### config.mk
export PLATFORM = sky130hd
export DESIGN_NAME = mem_port_mux
export DESIGN_NICKNAME = d
export VERILOG_FILES = /design/src/common/axi_lite_pkg.sv /design/src/common/port_pkg.sv /design/src/common/axi_bus_if.sv /design/src/source/stream_arbiter.sv /design/src/axi_mux/w_route_fifo.sv /design/src/axi_mux/resp_router.sv /design/src/axi_mux/mem_port_mux.sv
export VERILOG_INCLUDE_DIRS = /design/src /design/src/common
export SDC_FILE = /design/constraint.sdc
export NUM_CORES = 1
export LEC_CHECK = 0
export BUFFER_PORTS_ARGS = -buffer_cell sky130_fd_sc_hd__buf_2
export CAP_MARGIN = 20
export CORE_AREA = 10 10 374 376
export DETAILED_ROUTE_END_ITERATION = 16
export DIE_AREA = 0 0 384 386
export PLACE_DENSITY_LB_ADDON = 0.12
export SLEW_MARGIN = 20
export SYNTH_ARGS = -nofsm -noshare
export SYNTH_HDL_FRONTEND = slang
export SYNTH_SLANG_ARGS = --single-unit
### constraint.sdc
create_clock -name clk_i -period 14.1 [get_ports clk_i]
set_clock_uncertainty 0.05 [all_clocks]
set_input_delay 2.82 -clock clk_i [delete_from_list [all_inputs] [get_ports clk_i]]
set_output_delay 2.82 -clock clk_i [all_outputs]
set_load 0.02 [all_outputs]
### src/common/mux_consts.svh
/*
 * memory port mux constants
 * widths of the simplified AXI fields, W routing FIFO depth
 * and the number of requesters sharing the memory port
 */
`ifndef MUX_CONSTS_SVH
`define MUX_CONSTS_SVH

// AXI field widths
`define MUX_ID_W 4
`define MUX_ADDR_W 32
`define MUX_DATA_W 64
`define MUX_LEN_W 8

// writes accepted on AW but not yet finished on W
`define MUX_WFIFO_DEPTH 4

// icache, bypass, dcache
`define MUX_NUM_SRC 3

`endif

### src/common/axi_lite_pkg.sv
/*
 * simplified AXI4 field types
 * only id, addr, len, data, strb and last are carried
 */
`default_nettype none

`include "mux_consts.svh"

package axi_lite_pkg;

  typedef logic [`MUX_ID_W-1:0]     id_t;
  typedef logic [`MUX_ADDR_W-1:0]   addr_t;
  typedef logic [`MUX_DATA_W-1:0]   data_t;
  typedef logic [`MUX_DATA_W/8-1:0] strb_t; // one bit per byte
  typedef logic [`MUX_LEN_W-1:0]    len_t;  // beats minus one

  // shared by AR and AW
  typedef struct packed {
    id_t   id;
    addr_t addr;
    len_t  len;
  } addr_chan_t;

  typedef struct packed {
    data_t data;
    strb_t strb;
    logic  last;
  } w_chan_t;

endpackage

`default_nettype wire

### src/common/port_pkg.sv
/*
 * requester encoding of the memory port mux
 * and the transaction ID to requester decode
 */
`default_nettype none

package port_pkg;

  typedef enum logic [1:0] {
    SRC_ICACHE = 2'd0,
    SRC_BYPASS = 2'd1,
    SRC_DCACHE = 2'd2
  } src_e;

  // 0111 -> dcache, 1xxx -> bypass, anything else -> icache
  function automatic src_e src_of_id(input axi_lite_pkg::id_t id);
    src_e src;
    src = SRC_ICACHE;
    if (id == axi_lite_pkg::id_t'(4'b0111)) begin
      src = SRC_DCACHE;
    end else if (id[$bits(axi_lite_pkg::id_t)-1]) begin
      src = SRC_BYPASS; // msb marks uncached traffic
    end
    return src;
  endfunction

endpackage

`default_nettype wire

### src/common/axi_bus_if.sv
/*
 * one simplified AXI4 port
 * address, write data and response channels with valid/ready
 */
`timescale 1ns/1ns
`default_nettype none

interface axi_bus_if;

  // read address
  logic                    ar_valid;
  logic                    ar_ready;
  axi_lite_pkg::addr_chan_t ar;

  // write address
  logic                    aw_valid;
  logic                    aw_ready;
  axi_lite_pkg::addr_chan_t aw;

  // write data
  logic                    w_valid;
  logic                    w_ready;
  axi_lite_pkg::w_chan_t   w;

  // read data
  logic                    r_valid;
  logic                    r_ready;
  axi_lite_pkg::id_t       r_id;
  axi_lite_pkg::data_t     r_data;
  logic                    r_last;

  // write response
  logic                    b_valid;
  logic                    b_ready;
  axi_lite_pkg::id_t       b_id;

  modport master (
    output ar_valid, ar, aw_valid, aw, w_valid, w, r_ready, b_ready,
    input  ar_ready, aw_ready, w_ready,
    input  r_valid, r_id, r_data, r_last, b_valid, b_id
  );

  modport slave (
    input  ar_valid, ar, aw_valid, aw, w_valid, w, r_ready, b_ready,
    output ar_ready, aw_ready, w_ready,
    output r_valid, r_id, r_data, r_last, b_valid, b_id
  );

endinterface

`default_nettype wire

### src/source/stream_arbiter.sv
/*
 * round-robin valid/ready arbiter
 * the grant rotates past the last granted input and is
 * held while the output is offered but not accepted
 */
`timescale 1ns/1ns
`default_nettype none

`include "mux_consts.svh"

module stream_arbiter #(
  parameter int unsigned DATA_W = 32
) (
  input  logic                                 clk_i,
  input  logic                                 rst_ni,
  input  logic [`MUX_NUM_SRC-1:0][DATA_W-1:0] inp_data_i,
  input  logic [`MUX_NUM_SRC-1:0]              inp_valid_i,
  output logic [`MUX_NUM_SRC-1:0]              inp_ready_o,
  output logic [DATA_W-1:0]                    oup_data_o,
  output logic                                 oup_valid_o,
  input  logic                                 oup_ready_i
);

  localparam int unsigned NumInp = `MUX_NUM_SRC;

  typedef logic [$clog2(NumInp)-1:0] idx_t;

  idx_t last_q;  // last offered input
  idx_t sel;
  logic lock_q;
  logic found;

  // ----------------------------------------
  // grant selection
  // ----------------------------------------
  always_comb begin : rr_search
    int unsigned cand;
    sel   = last_q;
    found = 1'b0;
    cand  = 0;
    if (lock_q) begin
      found = 1'b1; // stalled request keeps the grant
    end else begin
      for (int unsigned i = 0; i < NumInp; i++) begin
        cand = int'(last_q) + 1 + i;
        if (cand >= NumInp) cand = cand - NumInp;
        if (!found && inp_valid_i[cand]) begin
          sel   = idx_t'(cand);
          found = 1'b1;
        end
      end
    end
  end

  assign oup_valid_o = found & inp_valid_i[sel];
  assign oup_data_o  = inp_data_i[sel];

  always_comb begin
    inp_ready_o      = '0;
    inp_ready_o[sel] = oup_valid_o & oup_ready_i; // only the granted input
  end

  // ----------------------------------------
  // pointer and lock
  // ----------------------------------------
  always_ff @(posedge clk_i or negedge rst_ni) begin
    if (!rst_ni) begin
      last_q <= idx_t'(NumInp - 1); // input 0 first after reset
      lock_q <= 1'b0;
    end else begin
      lock_q <= oup_valid_o & ~oup_ready_i;
      if (oup_valid_o) begin
        last_q <= sel;
      end
    end
  end

endmodule

`default_nettype wire

### src/axi_mux/w_route_fifo.sv
/*
 * write data routing
 * AXI4 has no write ID, so the source of every accepted AW is queued
 * and W beats are taken from the source at the queue head
 */
`timescale 1ns/1ns
`default_nettype none

`include "mux_consts.svh"

module w_route_fifo (
  input  logic clk_i,
  input  logic rst_ni,
  axi_bus_if.slave  icache_bus,
  axi_bus_if.slave  bypass_bus,
  axi_bus_if.slave  dcache_bus,
  axi_bus_if.master mem_bus,
  output logic full_o
);

  typedef logic [$clog2(`MUX_WFIFO_DEPTH)-1:0]   ptr_t;
  typedef logic [$clog2(`MUX_WFIFO_DEPTH+1)-1:0] cnt_t;

  port_pkg::src_e fifo_q [`MUX_WFIFO_DEPTH];
  ptr_t           wr_ptr_q, rd_ptr_q;
  cnt_t           count_q;
  port_pkg::src_e aw_src;
  port_pkg::src_e w_sel;
  logic           empty;
  logic           push, pop;
  logic           w_open;   // W may pass at all
  logic           src_valid;

  assign aw_src = port_pkg::src_of_id(mem_bus.aw.id);
  assign empty  = (count_q == '0);
  assign full_o = (count_q == cnt_t'(`MUX_WFIFO_DEPTH));

  assign push = mem_bus.aw_valid & mem_bus.aw_ready;
  // a last beat closes the oldest write, never pop an empty queue
  assign pop  = mem_bus.w_valid & mem_bus.w_ready & mem_bus.w.last & (~empty | push);

  // ----------------------------------------
  // source queue
  // ----------------------------------------
  always_ff @(posedge clk_i) begin
    if (push) fifo_q[wr_ptr_q] <= aw_src;
  end

  always_ff @(posedge clk_i or negedge rst_ni) begin
    if (!rst_ni) begin
      wr_ptr_q <= '0;
      rd_ptr_q <= '0;
      count_q  <= '0;
    end else begin
      if (push) begin
        wr_ptr_q <= (wr_ptr_q == ptr_t'(`MUX_WFIFO_DEPTH-1)) ? '0 : wr_ptr_q + 1'b1;
      end
      if (pop) begin
        rd_ptr_q <= (rd_ptr_q == ptr_t'(`MUX_WFIFO_DEPTH-1)) ? '0 : rd_ptr_q + 1'b1;
      end
      case ({push, pop})
        2'b10:   count_q <= count_q + 1'b1;
        2'b01:   count_q <= count_q - 1'b1;
        default: count_q <= count_q;
      endcase
    end
  end

  // ----------------------------------------
  // W channel mux
  // ----------------------------------------
  // empty queue falls through to the AW on the bus right now
  assign w_open = ~empty | mem_bus.aw_valid;
  assign w_sel  = !empty ? fifo_q[rd_ptr_q] :
                  mem_bus.aw_valid ? aw_src : port_pkg::SRC_ICACHE;

  always_comb begin
    icache_bus.w_ready = 1'b0;
    bypass_bus.w_ready = 1'b0;
    dcache_bus.w_ready = 1'b0;
    case (w_sel)
      port_pkg::SRC_BYPASS: begin
        mem_bus.w          = bypass_bus.w;
        src_valid          = bypass_bus.w_valid;
        bypass_bus.w_ready = w_open & mem_bus.w_ready;
      end
      port_pkg::SRC_DCACHE: begin
        mem_bus.w          = dcache_bus.w;
        src_valid          = dcache_bus.w_valid;
        dcache_bus.w_ready = w_open & mem_bus.w_ready;
      end
      default: begin // icache never writes in practice
        mem_bus.w          = icache_bus.w;
        src_valid          = icache_bus.w_valid;
        icache_bus.w_ready = w_open & mem_bus.w_ready;
      end
    endcase
  end

  assign mem_bus.w_valid = w_open & src_valid;

endmodule

`default_nettype wire

### src/axi_mux/resp_router.sv
/*
 * response routing
 * R and B are broadcast, valid goes only to the requester
 * that owns the response ID
 */
`timescale 1ns/1ns
`default_nettype none

module resp_router (
  axi_bus_if.slave  icache_bus,
  axi_bus_if.slave  bypass_bus,
  axi_bus_if.slave  dcache_bus,
  axi_bus_if.master mem_bus
);

  port_pkg::src_e r_src;
  port_pkg::src_e b_src;

  assign r_src = port_pkg::src_of_id(mem_bus.r_id);
  assign b_src = port_pkg::src_of_id(mem_bus.b_id);

  // ----------------------------------------
  // R channel
  // ----------------------------------------
  assign icache_bus.r_id   = mem_bus.r_id;
  assign bypass_bus.r_id   = mem_bus.r_id;
  assign dcache_bus.r_id   = mem_bus.r_id;
  assign icache_bus.r_data = mem_bus.r_data;
  assign bypass_bus.r_data = mem_bus.r_data;
  assign dcache_bus.r_data = mem_bus.r_data;
  assign icache_bus.r_last = mem_bus.r_last;
  assign bypass_bus.r_last = mem_bus.r_last;
  assign dcache_bus.r_last = mem_bus.r_last;

  assign icache_bus.r_valid = mem_bus.r_valid & (r_src == port_pkg::SRC_ICACHE);
  assign bypass_bus.r_valid = mem_bus.r_valid & (r_src == port_pkg::SRC_BYPASS);
  assign dcache_bus.r_valid = mem_bus.r_valid & (r_src == port_pkg::SRC_DCACHE);

  assign mem_bus.r_ready = (r_src == port_pkg::SRC_BYPASS) ? bypass_bus.r_ready :
                           (r_src == port_pkg::SRC_DCACHE) ? dcache_bus.r_ready :
                                                             icache_bus.r_ready;

  // ----------------------------------------
  // B channel
  // ----------------------------------------
  assign icache_bus.b_id = mem_bus.b_id;
  assign bypass_bus.b_id = mem_bus.b_id;
  assign dcache_bus.b_id = mem_bus.b_id;

  assign icache_bus.b_valid = mem_bus.b_valid & (b_src == port_pkg::SRC_ICACHE);
  assign bypass_bus.b_valid = mem_bus.b_valid & (b_src == port_pkg::SRC_BYPASS);
  assign dcache_bus.b_valid = mem_bus.b_valid & (b_src == port_pkg::SRC_DCACHE);

  assign mem_bus.b_ready = (b_src == port_pkg::SRC_BYPASS) ? bypass_bus.b_ready :
                           (b_src == port_pkg::SRC_DCACHE) ? dcache_bus.b_ready :
                                                             icache_bus.b_ready;

endmodule

`default_nettype wire

### src/axi_mux/mem_port_mux.sv
/*
 * memory port multiplexer of the L1 cache subsystem
 * icache, bypass and dcache share one simplified AXI4 master port
 * address channels are arbitrated round-robin, W follows AW order,
 * responses are routed back by transaction ID
 */
`timescale 1ns/1ns
`default_nettype none

module mem_port_mux (
  input  logic clk_i,
  input  logic rst_ni,
  // icache
  input  logic ic_ar_valid_i, ic_aw_valid_i, ic_w_valid_i, ic_r_ready_i, ic_b_ready_i,
  input  axi_lite_pkg::addr_chan_t ic_ar_i, ic_aw_i,
  input  axi_lite_pkg::w_chan_t    ic_w_i,
  output logic ic_ar_ready_o, ic_aw_ready_o, ic_w_ready_o, ic_r_valid_o, ic_r_last_o,
  output logic ic_b_valid_o,
  output axi_lite_pkg::id_t        ic_r_id_o, ic_b_id_o,
  output axi_lite_pkg::data_t      ic_r_data_o,
  // uncached bypass
  input  logic by_ar_valid_i, by_aw_valid_i, by_w_valid_i, by_r_ready_i, by_b_ready_i,
  input  axi_lite_pkg::addr_chan_t by_ar_i, by_aw_i,
  input  axi_lite_pkg::w_chan_t    by_w_i,
  output logic by_ar_ready_o, by_aw_ready_o, by_w_ready_o, by_r_valid_o, by_r_last_o,
  output logic by_b_valid_o,
  output axi_lite_pkg::id_t        by_r_id_o, by_b_id_o,
  output axi_lite_pkg::data_t      by_r_data_o,
  // write-back dcache
  input  logic dc_ar_valid_i, dc_aw_valid_i, dc_w_valid_i, dc_r_ready_i, dc_b_ready_i,
  input  axi_lite_pkg::addr_chan_t dc_ar_i, dc_aw_i,
  input  axi_lite_pkg::w_chan_t    dc_w_i,
  output logic dc_ar_ready_o, dc_aw_ready_o, dc_w_ready_o, dc_r_valid_o, dc_r_last_o,
  output logic dc_b_valid_o,
  output axi_lite_pkg::id_t        dc_r_id_o, dc_b_id_o,
  output axi_lite_pkg::data_t      dc_r_data_o,
  // memory
  output logic mem_ar_valid_o, mem_aw_valid_o, mem_w_valid_o, mem_r_ready_o, mem_b_ready_o,
  output axi_lite_pkg::addr_chan_t mem_ar_o, mem_aw_o,
  output axi_lite_pkg::w_chan_t    mem_w_o,
  input  logic mem_ar_ready_i, mem_aw_ready_i, mem_w_ready_i, mem_r_valid_i, mem_r_last_i,
  input  logic mem_b_valid_i,
  input  axi_lite_pkg::id_t        mem_r_id_i, mem_b_id_i,
  input  axi_lite_pkg::data_t      mem_r_data_i
);

  axi_bus_if icache_bus ();
  axi_bus_if bypass_bus ();
  axi_bus_if dcache_bus ();
  axi_bus_if mem_bus ();

  logic [2:0] ar_gnt;       // index 0 icache, 1 bypass, 2 dcache
  logic [2:0] aw_gnt;
  logic       aw_arb_valid;
  logic       aw_arb_ready;
  logic       w_full;

  // ----------------------------------------
  // requester ports
  // ----------------------------------------
  assign icache_bus.ar_valid = ic_ar_valid_i;
  assign icache_bus.ar       = ic_ar_i;
  assign icache_bus.aw_valid = ic_aw_valid_i;
  assign icache_bus.aw       = ic_aw_i;
  assign icache_bus.w_valid  = ic_w_valid_i;
  assign icache_bus.w        = ic_w_i;
  assign icache_bus.r_ready  = ic_r_ready_i;
  assign icache_bus.b_ready  = ic_b_ready_i;
  assign icache_bus.ar_ready = ar_gnt[0];
  assign icache_bus.aw_ready = aw_gnt[0];
  assign ic_ar_ready_o = icache_bus.ar_ready;
  assign ic_aw_ready_o = icache_bus.aw_ready;
  assign ic_w_ready_o  = icache_bus.w_ready;
  assign ic_r_valid_o  = icache_bus.r_valid;
  assign ic_r_id_o     = icache_bus.r_id;
  assign ic_r_data_o   = icache_bus.r_data;
  assign ic_r_last_o   = icache_bus.r_last;
  assign ic_b_valid_o  = icache_bus.b_valid;
  assign ic_b_id_o     = icache_bus.b_id;

  assign bypass_bus.ar_valid = by_ar_valid_i;
  assign bypass_bus.ar       = by_ar_i;
  assign bypass_bus.aw_valid = by_aw_valid_i;
  assign bypass_bus.aw       = by_aw_i;
  assign bypass_bus.w_valid  = by_w_valid_i;
  assign bypass_bus.w        = by_w_i;
  assign bypass_bus.r_ready  = by_r_ready_i;
  assign bypass_bus.b_ready  = by_b_ready_i;
  assign bypass_bus.ar_ready = ar_gnt[1];
  assign bypass_bus.aw_ready = aw_gnt[1];
  assign by_ar_ready_o = bypass_bus.ar_ready;
  assign by_aw_ready_o = bypass_bus.aw_ready;
  assign by_w_ready_o  = bypass_bus.w_ready;
  assign by_r_valid_o  = bypass_bus.r_valid;
  assign by_r_id_o     = bypass_bus.r_id;
  assign by_r_data_o   = bypass_bus.r_data;
  assign by_r_last_o   = bypass_bus.r_last;
  assign by_b_valid_o  = bypass_bus.b_valid;
  assign by_b_id_o     = bypass_bus.b_id;

  assign dcache_bus.ar_valid = dc_ar_valid_i;
  assign dcache_bus.ar       = dc_ar_i;
  assign dcache_bus.aw_valid = dc_aw_valid_i;
  assign dcache_bus.aw       = dc_aw_i;
  assign dcache_bus.w_valid  = dc_w_valid_i;
  assign dcache_bus.w        = dc_w_i;
  assign dcache_bus.r_ready  = dc_r_ready_i;
  assign dcache_bus.b_ready  = dc_b_ready_i;
  assign dcache_bus.ar_ready = ar_gnt[2];
  assign dcache_bus.aw_ready = aw_gnt[2];
  assign dc_ar_ready_o = dcache_bus.ar_ready;
  assign dc_aw_ready_o = dcache_bus.aw_ready;
  assign dc_w_ready_o  = dcache_bus.w_ready;
  assign dc_r_valid_o  = dcache_bus.r_valid;
  assign dc_r_id_o     = dcache_bus.r_id;
  assign dc_r_data_o   = dcache_bus.r_data;
  assign dc_r_last_o   = dcache_bus.r_last;
  assign dc_b_valid_o  = dcache_bus.b_valid;
  assign dc_b_id_o     = dcache_bus.b_id;

  // ----------------------------------------
  // memory port
  // ----------------------------------------
  assign mem_ar_valid_o = mem_bus.ar_valid;
  assign mem_ar_o       = mem_bus.ar;
  assign mem_aw_valid_o = mem_bus.aw_valid;
  assign mem_aw_o       = mem_bus.aw;
  assign mem_w_valid_o  = mem_bus.w_valid;
  assign mem_w_o        = mem_bus.w;
  assign mem_r_ready_o  = mem_bus.r_ready;
  assign mem_b_ready_o  = mem_bus.b_ready;
  assign mem_bus.ar_ready = mem_ar_ready_i;
  assign mem_bus.aw_ready = mem_aw_ready_i;
  assign mem_bus.w_ready  = mem_w_ready_i;
  assign mem_bus.r_valid  = mem_r_valid_i;
  assign mem_bus.r_id     = mem_r_id_i;
  assign mem_bus.r_data   = mem_r_data_i;
  assign mem_bus.r_last   = mem_r_last_i;
  assign mem_bus.b_valid  = mem_b_valid_i;
  assign mem_bus.b_id     = mem_b_id_i;

  // ----------------------------------------
  // address arbitration
  // ----------------------------------------
  stream_arbiter #(
    .DATA_W ($bits(axi_lite_pkg::addr_chan_t))
  ) u_ar_arb (
    .clk_i       (clk_i),
    .rst_ni      (rst_ni),
    .inp_data_i  ({dcache_bus.ar, bypass_bus.ar, icache_bus.ar}),
    .inp_valid_i ({dcache_bus.ar_valid, bypass_bus.ar_valid, icache_bus.ar_valid}),
    .inp_ready_o (ar_gnt),
    .oup_data_o  (mem_bus.ar),
    .oup_valid_o (mem_bus.ar_valid),
    .oup_ready_i (mem_bus.ar_ready)
  );

  stream_arbiter #(
    .DATA_W ($bits(axi_lite_pkg::addr_chan_t))
  ) u_aw_arb (
    .clk_i       (clk_i),
    .rst_ni      (rst_ni),
    .inp_data_i  ({dcache_bus.aw, bypass_bus.aw, icache_bus.aw}),
    .inp_valid_i ({dcache_bus.aw_valid, bypass_bus.aw_valid, icache_bus.aw_valid}),
    .inp_ready_o (aw_gnt),
    .oup_data_o  (mem_bus.aw),
    .oup_valid_o (aw_arb_valid),
    .oup_ready_i (aw_arb_ready)
  );

  // no new write while every W routing slot is taken
  assign mem_bus.aw_valid = aw_arb_valid & ~w_full;
  assign aw_arb_ready     = mem_bus.aw_ready & ~w_full;

  w_route_fifo u_w_route (
    .clk_i      (clk_i),
    .rst_ni     (rst_ni),
    .icache_bus (icache_bus),
    .bypass_bus (bypass_bus),
    .dcache_bus (dcache_bus),
    .mem_bus    (mem_bus),
    .full_o     (w_full)
  );

  resp_router u_resp_router (
    .icache_bus (icache_bus),
    .bypass_bus (bypass_bus),
    .dcache_bus (dcache_bus),
    .mem_bus    (mem_bus)
  );

endmodule

`default_nettype wire

Yosys cells after proc, flatten, opt, wreduce, memory -nomap -nowiden
Memory sizes are Yosys's and may differ from the RTL's.
Cells that the tools add are included.
{ "word_totals": {"register_bits": 13, "latchBits": 0, "mem_bits_rw": 8, "mem_bits_ro": 0, "in_bits": 578, "out_inout_bits": 400, "word_cells": 175, "memories": 1} }
{ "mem_list": {"columns": ["memory", "depth", "width", "read_ports", "rd_ports_with_merged_regs", "write_ports", "line_no", "text"], "rows": [
  ["u_w_route.fifo_q", 4, 2, 1, 0, 1, "w_route_fifo.sv:24", "port_pkg::src_e fifo_q [`MUX_WFIFO_DEPTH];"]
]} }
{ "classes": {"addsub": 16, "n_mul": 0, "div": 0, "n_lt_le_gt_ge": 16, "eq_ne": 14, "shift": 0, "muxes": 78, "bitwise_logic": 28, "n_reduce_logical": 15} }
{ "ops": {"columns": ["operator", "count"], "rows": [
  ["$mux 32", 12],
  ["$lt 32x3->1 const B", 6],
  ["$bmux 44 s2", 2],
  ["$pmux 73 s2", 1],
  ["$ge 32x2->1 const B", 4],
  ["$sub 32x2->32 const B", 4],
  ["$mux 44", 2],
  ["$add 32x1->32 const B", 2],
  ["$add 32x2->32 const B", 2],
  ["$mux 1", 34],
  ["$mux 2", 15],
  ["$and 1x1->1", 20],
  ["$bmux 1 s2", 8],
  ["$eq 2x2->1 const B", 6],
  ["$eq 4x3->1 const B", 3],
  ["$eq 2x1->1 const B", 4],
  ["$sub 3x2->4 const B", 2],
  ["$add 2x1->3 const B", 2],
  ["$and 3x3->3", 2],
  ["$ge 3x2->1 const B", 2],
  ["$logic_and 1x1->1", 6],
  ["$lt 2x3->1 const B", 2],
  ["$pmux 3 s2", 1],
  ["$add 2x1->2 const B", 2],
  ["13 further kinds", 23]
]} }

Depth between registers and ports, before layout
{ "logic_depth": {"word_depth": 30, "depth_mapped": 27, "depth_no_buf": 23} }

Worst setup path before layout
Ideal clock, no wire load.
{ "synth_timing": {"path_kind": "input-to-output", "from": "in dc_aw_valid_i", "to": "out mem_w_o[10] (netlist name)", "arrival_time_ns": 6.059, "required_time_ns": 11.230, "setup_slack_ns": 5.171, "cell_stages": 15, "path_buffers": 4, "path_cell_list": "and2_1 -> o21ai_0 -> a211oi_1 -> or3_1 -> buf_6 -> buf_6 -> nor4b_1 -> a21o_1 -> nand4_2 -> o31ai_1 -> ha_1 -> clkbuf_1 -> buf_1 -> a22oi_1 -> o21ai_0"} }
{ "synth_lines": {"columns": ["element", "line_no", "text"], "rows": [
  ["start, declared", "mem_port_mux.sv:30", "input logic dc_ar_valid_i, dc_aw_valid_i, dc_w_valid_i, dc_r_ready_i, dc_b_ready_i,"],
  ["end, declared", "mem_port_mux.sv:40", "output axi_lite_pkg::w_chan_t mem_w_o,"]
]} }

==> run metrics <==
DRT iter0 DRCs=353; CP delay by family, top=compound AO/OA/AOI/OAI gates; number of CTS-inserted buffers=3; Worst-Margin Slew=1070 ps; Relative slew margins=0.289; clk buf depth=2; PostCTS Resize Cnt=0; Worst path max stage delay=830 ps; Setup crit end kind=output pin; routed wire length=65.0 mm; largest net degree at the start of global routing=94; WL/cell=20.3 um; synthesized area per cell=6.89 um^2; full die area=148000 um^2; vias=8653; drc violations=0; GR Overflow Total=0; Yosys cell types=60; GRT Total Usage=0.0807; Pwr Density=402 nW/um^2; Syn Nets=1573; core area=133000 um^2; via/cell ratio=2.70; Die X=384 um; Num Clock Sinks=21; Setup WS post-layout=2760 ps; crit start category=input port; final hold viol count=0; Max-Cap Viols=0; CP Data Required Time=11230 ps; IO Pins=978; final instance area=10800 um^2; Hold Slack=508 ps; vias in the first global route=9502; Placer Congestion=0.833; Hold Crit Class=flip-flop to flip-flop; mapped cell area=6750 um^2; Starting Density=0.0509; CP Max Fanout=68; number of setup buffers added after CTS=0; share of cells above drive strength 1=0.537; remaining antenna violation count=0; FP Rows=134; status=finished, final reports clean; Lkg Pwr=5.00 nW; Synth Register Bits=21; first-pass GRT wire length=83.0 mm; max-slew violation count=0; Syn Inst Count=979; Bufs and invs on worst path=4; final setup fails=0; CTS Root Cell=clkbuf_16; TritonCTS clock tree=yes; asr flop ratio synth=0.619; most common cell after layout, fill and taps aside=buf_2; CTS clk-pin slew, worst paths=80 ps; drt pass-1 iters=5; Layout Cells excl Fill=3201; CTS Hold Bufs=0; number of port buffers=717; Top FF cell, synth=dfrtp_1; Ys Warns=0; Setup Slack @ Placement=2530 ps; slowest CP cell=or3_2; initial antenna violation count=27; f_max=88.2 MHz; H-tree levels=1; placed cell count=3188; Total Nets Final=2019; TNS Setup=0 ps; HPWL Detailed=58.9 mm; area grow syn2layout=60.7%; dpl cell area=10700 um^2; fin crit share=0.804; worst path cell trace=buf_2 -> and2_1 -> o21ai_0 -> a211oi_1 -> or3_2 -> a21boi_4 -> buf_4 -> a221oi_4 -> nand4_2 -> o31ai_1 -> ha_4 -> buf_4 -> a22oi_1 -> o21ai_0 -> buf_2; commonest non-fill, non-tap cells in the layout=717 x buf_2, 170 x nand2_1, 165 x o21ai_0, 91 x mux2i_1, 74 x a22oi_1; fin crit period=11340 ps; Die Y=386 um; EDFF count, synth=8; CP arrival=8470 ps; register area share after synthesis=0.0842; Setup Crit Path Kind=input port to output pin; RSZ-0062 raised after global routing=false; Final Power=4.36 mW; post-layout util=0.0817; Peak VDD IR=253 uV; clk_lat worst skew=280 ps
## routing by layer
| layer | vias to the layer above | GRT usage | share of wire | wire (um) |
|---|---|---|---|---|
| li1 | 4081 | - | - | - |
| met1 | 3878 | 0.0869 | 0.37 | 24300 |
| met2 | 555 | 0.146 | 0.50 | 32300 |
| met3 | 117 | 0.0332 | 0.10 | 6580 |
| met4 | 22 | 0.0179 | 0.025 | 1610 |
| met5 | - | 0 | 0.0017 | 112 |
## sequential cells by signal (all words and copies together), names as in the netlist
name                flops
u_w_route.rd_ptr_q      2
u_aw_arb.lock_q         1
u_w_route.fifo_q        8
u_ar_arb.last_q         2
u_ar_arb.lock_q         1
u_w_route.wr_ptr_q      2
u_aw_arb.last_q         2
u_w_route.count_q       3
## worst paths after layout
path                       slack, ps                   end  depth (start not counted)            startpoint
max                             2760           mem_w_o[60]                         15         dc_aw_valid_i
min                              510  u_w_route.count_q[2]                          1  u_w_route.count_q[2]
max reg2reg                     6250  u_w_route.count_q[2]                         26    u_aw_arb.last_q[0]
min reg2reg                      510  u_w_route.count_q[2]                          1  u_w_route.count_q[2]
max in group asynchronous      11240    u_aw_arb.last_q[1]                          1                rst_ni
min in group asynchronous       2400    u_ar_arb.last_q[0]                          1                rst_ni
## area by class of cell
type,count,area (um^2)
fill,15800,122000
inverter,29,109
clock buffer,3,75.1
timing repair buffer,726,3660
tap,1768,2210
clock inverter,1,7.51
sequential,21,568
antenna,9,22.5
multi-input combinational,644,4190
## cells in the mapped netlist (all sizes together) (2+ instances only)
library cell	count	area (um^2)
nor2	22	82.6
inv	29	109
a211oi	6	45.0
o31a	3	26.3
nand2b	7	43.8
edfxtp	8	240
a22oi	74	556
ha	15	188
nor2b	6	37.5
a21oi	5	36.3
nand4b	2	17.5
o21ai	169	861
nor4b	6	52.6
mux2	9	101
a21boi	5	48.8
o2bb2ai	2	17.5
a21o	4	32.5
and2	7	46.3
xor2	2	17.5
clkbuf	47	176
buf	238	1760
nor3	4	20.0
o31ai	7	66.3
dfstp	2	52.6
and3	2	12.5
dfrtp	11	275
mux2i	92	933
nand2	171	642
nand3	4	20.0
mux4	2	45.0
or3	2	12.5
## report_power, final
part / leakage [nW] / switching, mW / internal, mW
combinational: 4.73 / 2.99 / 1.17
clock: 0.0372 / 0.0336 / 0.0389
sequential: 0.229 / 0.0275 / 0.0982
total: 5.00 / 3.05 / 1.31
## cell families after synthesis
group	after synthesis	synth area share
mux	103	0.160
fa+ha+maj	16	0.0308
buf+inv	314	0.303
simple gates	239	0.154
compound gates	283	0.264
xor+xnor	3	0.00390
flops	21	0.0842
Note: power is estimated with default switching activity, not from simulation.
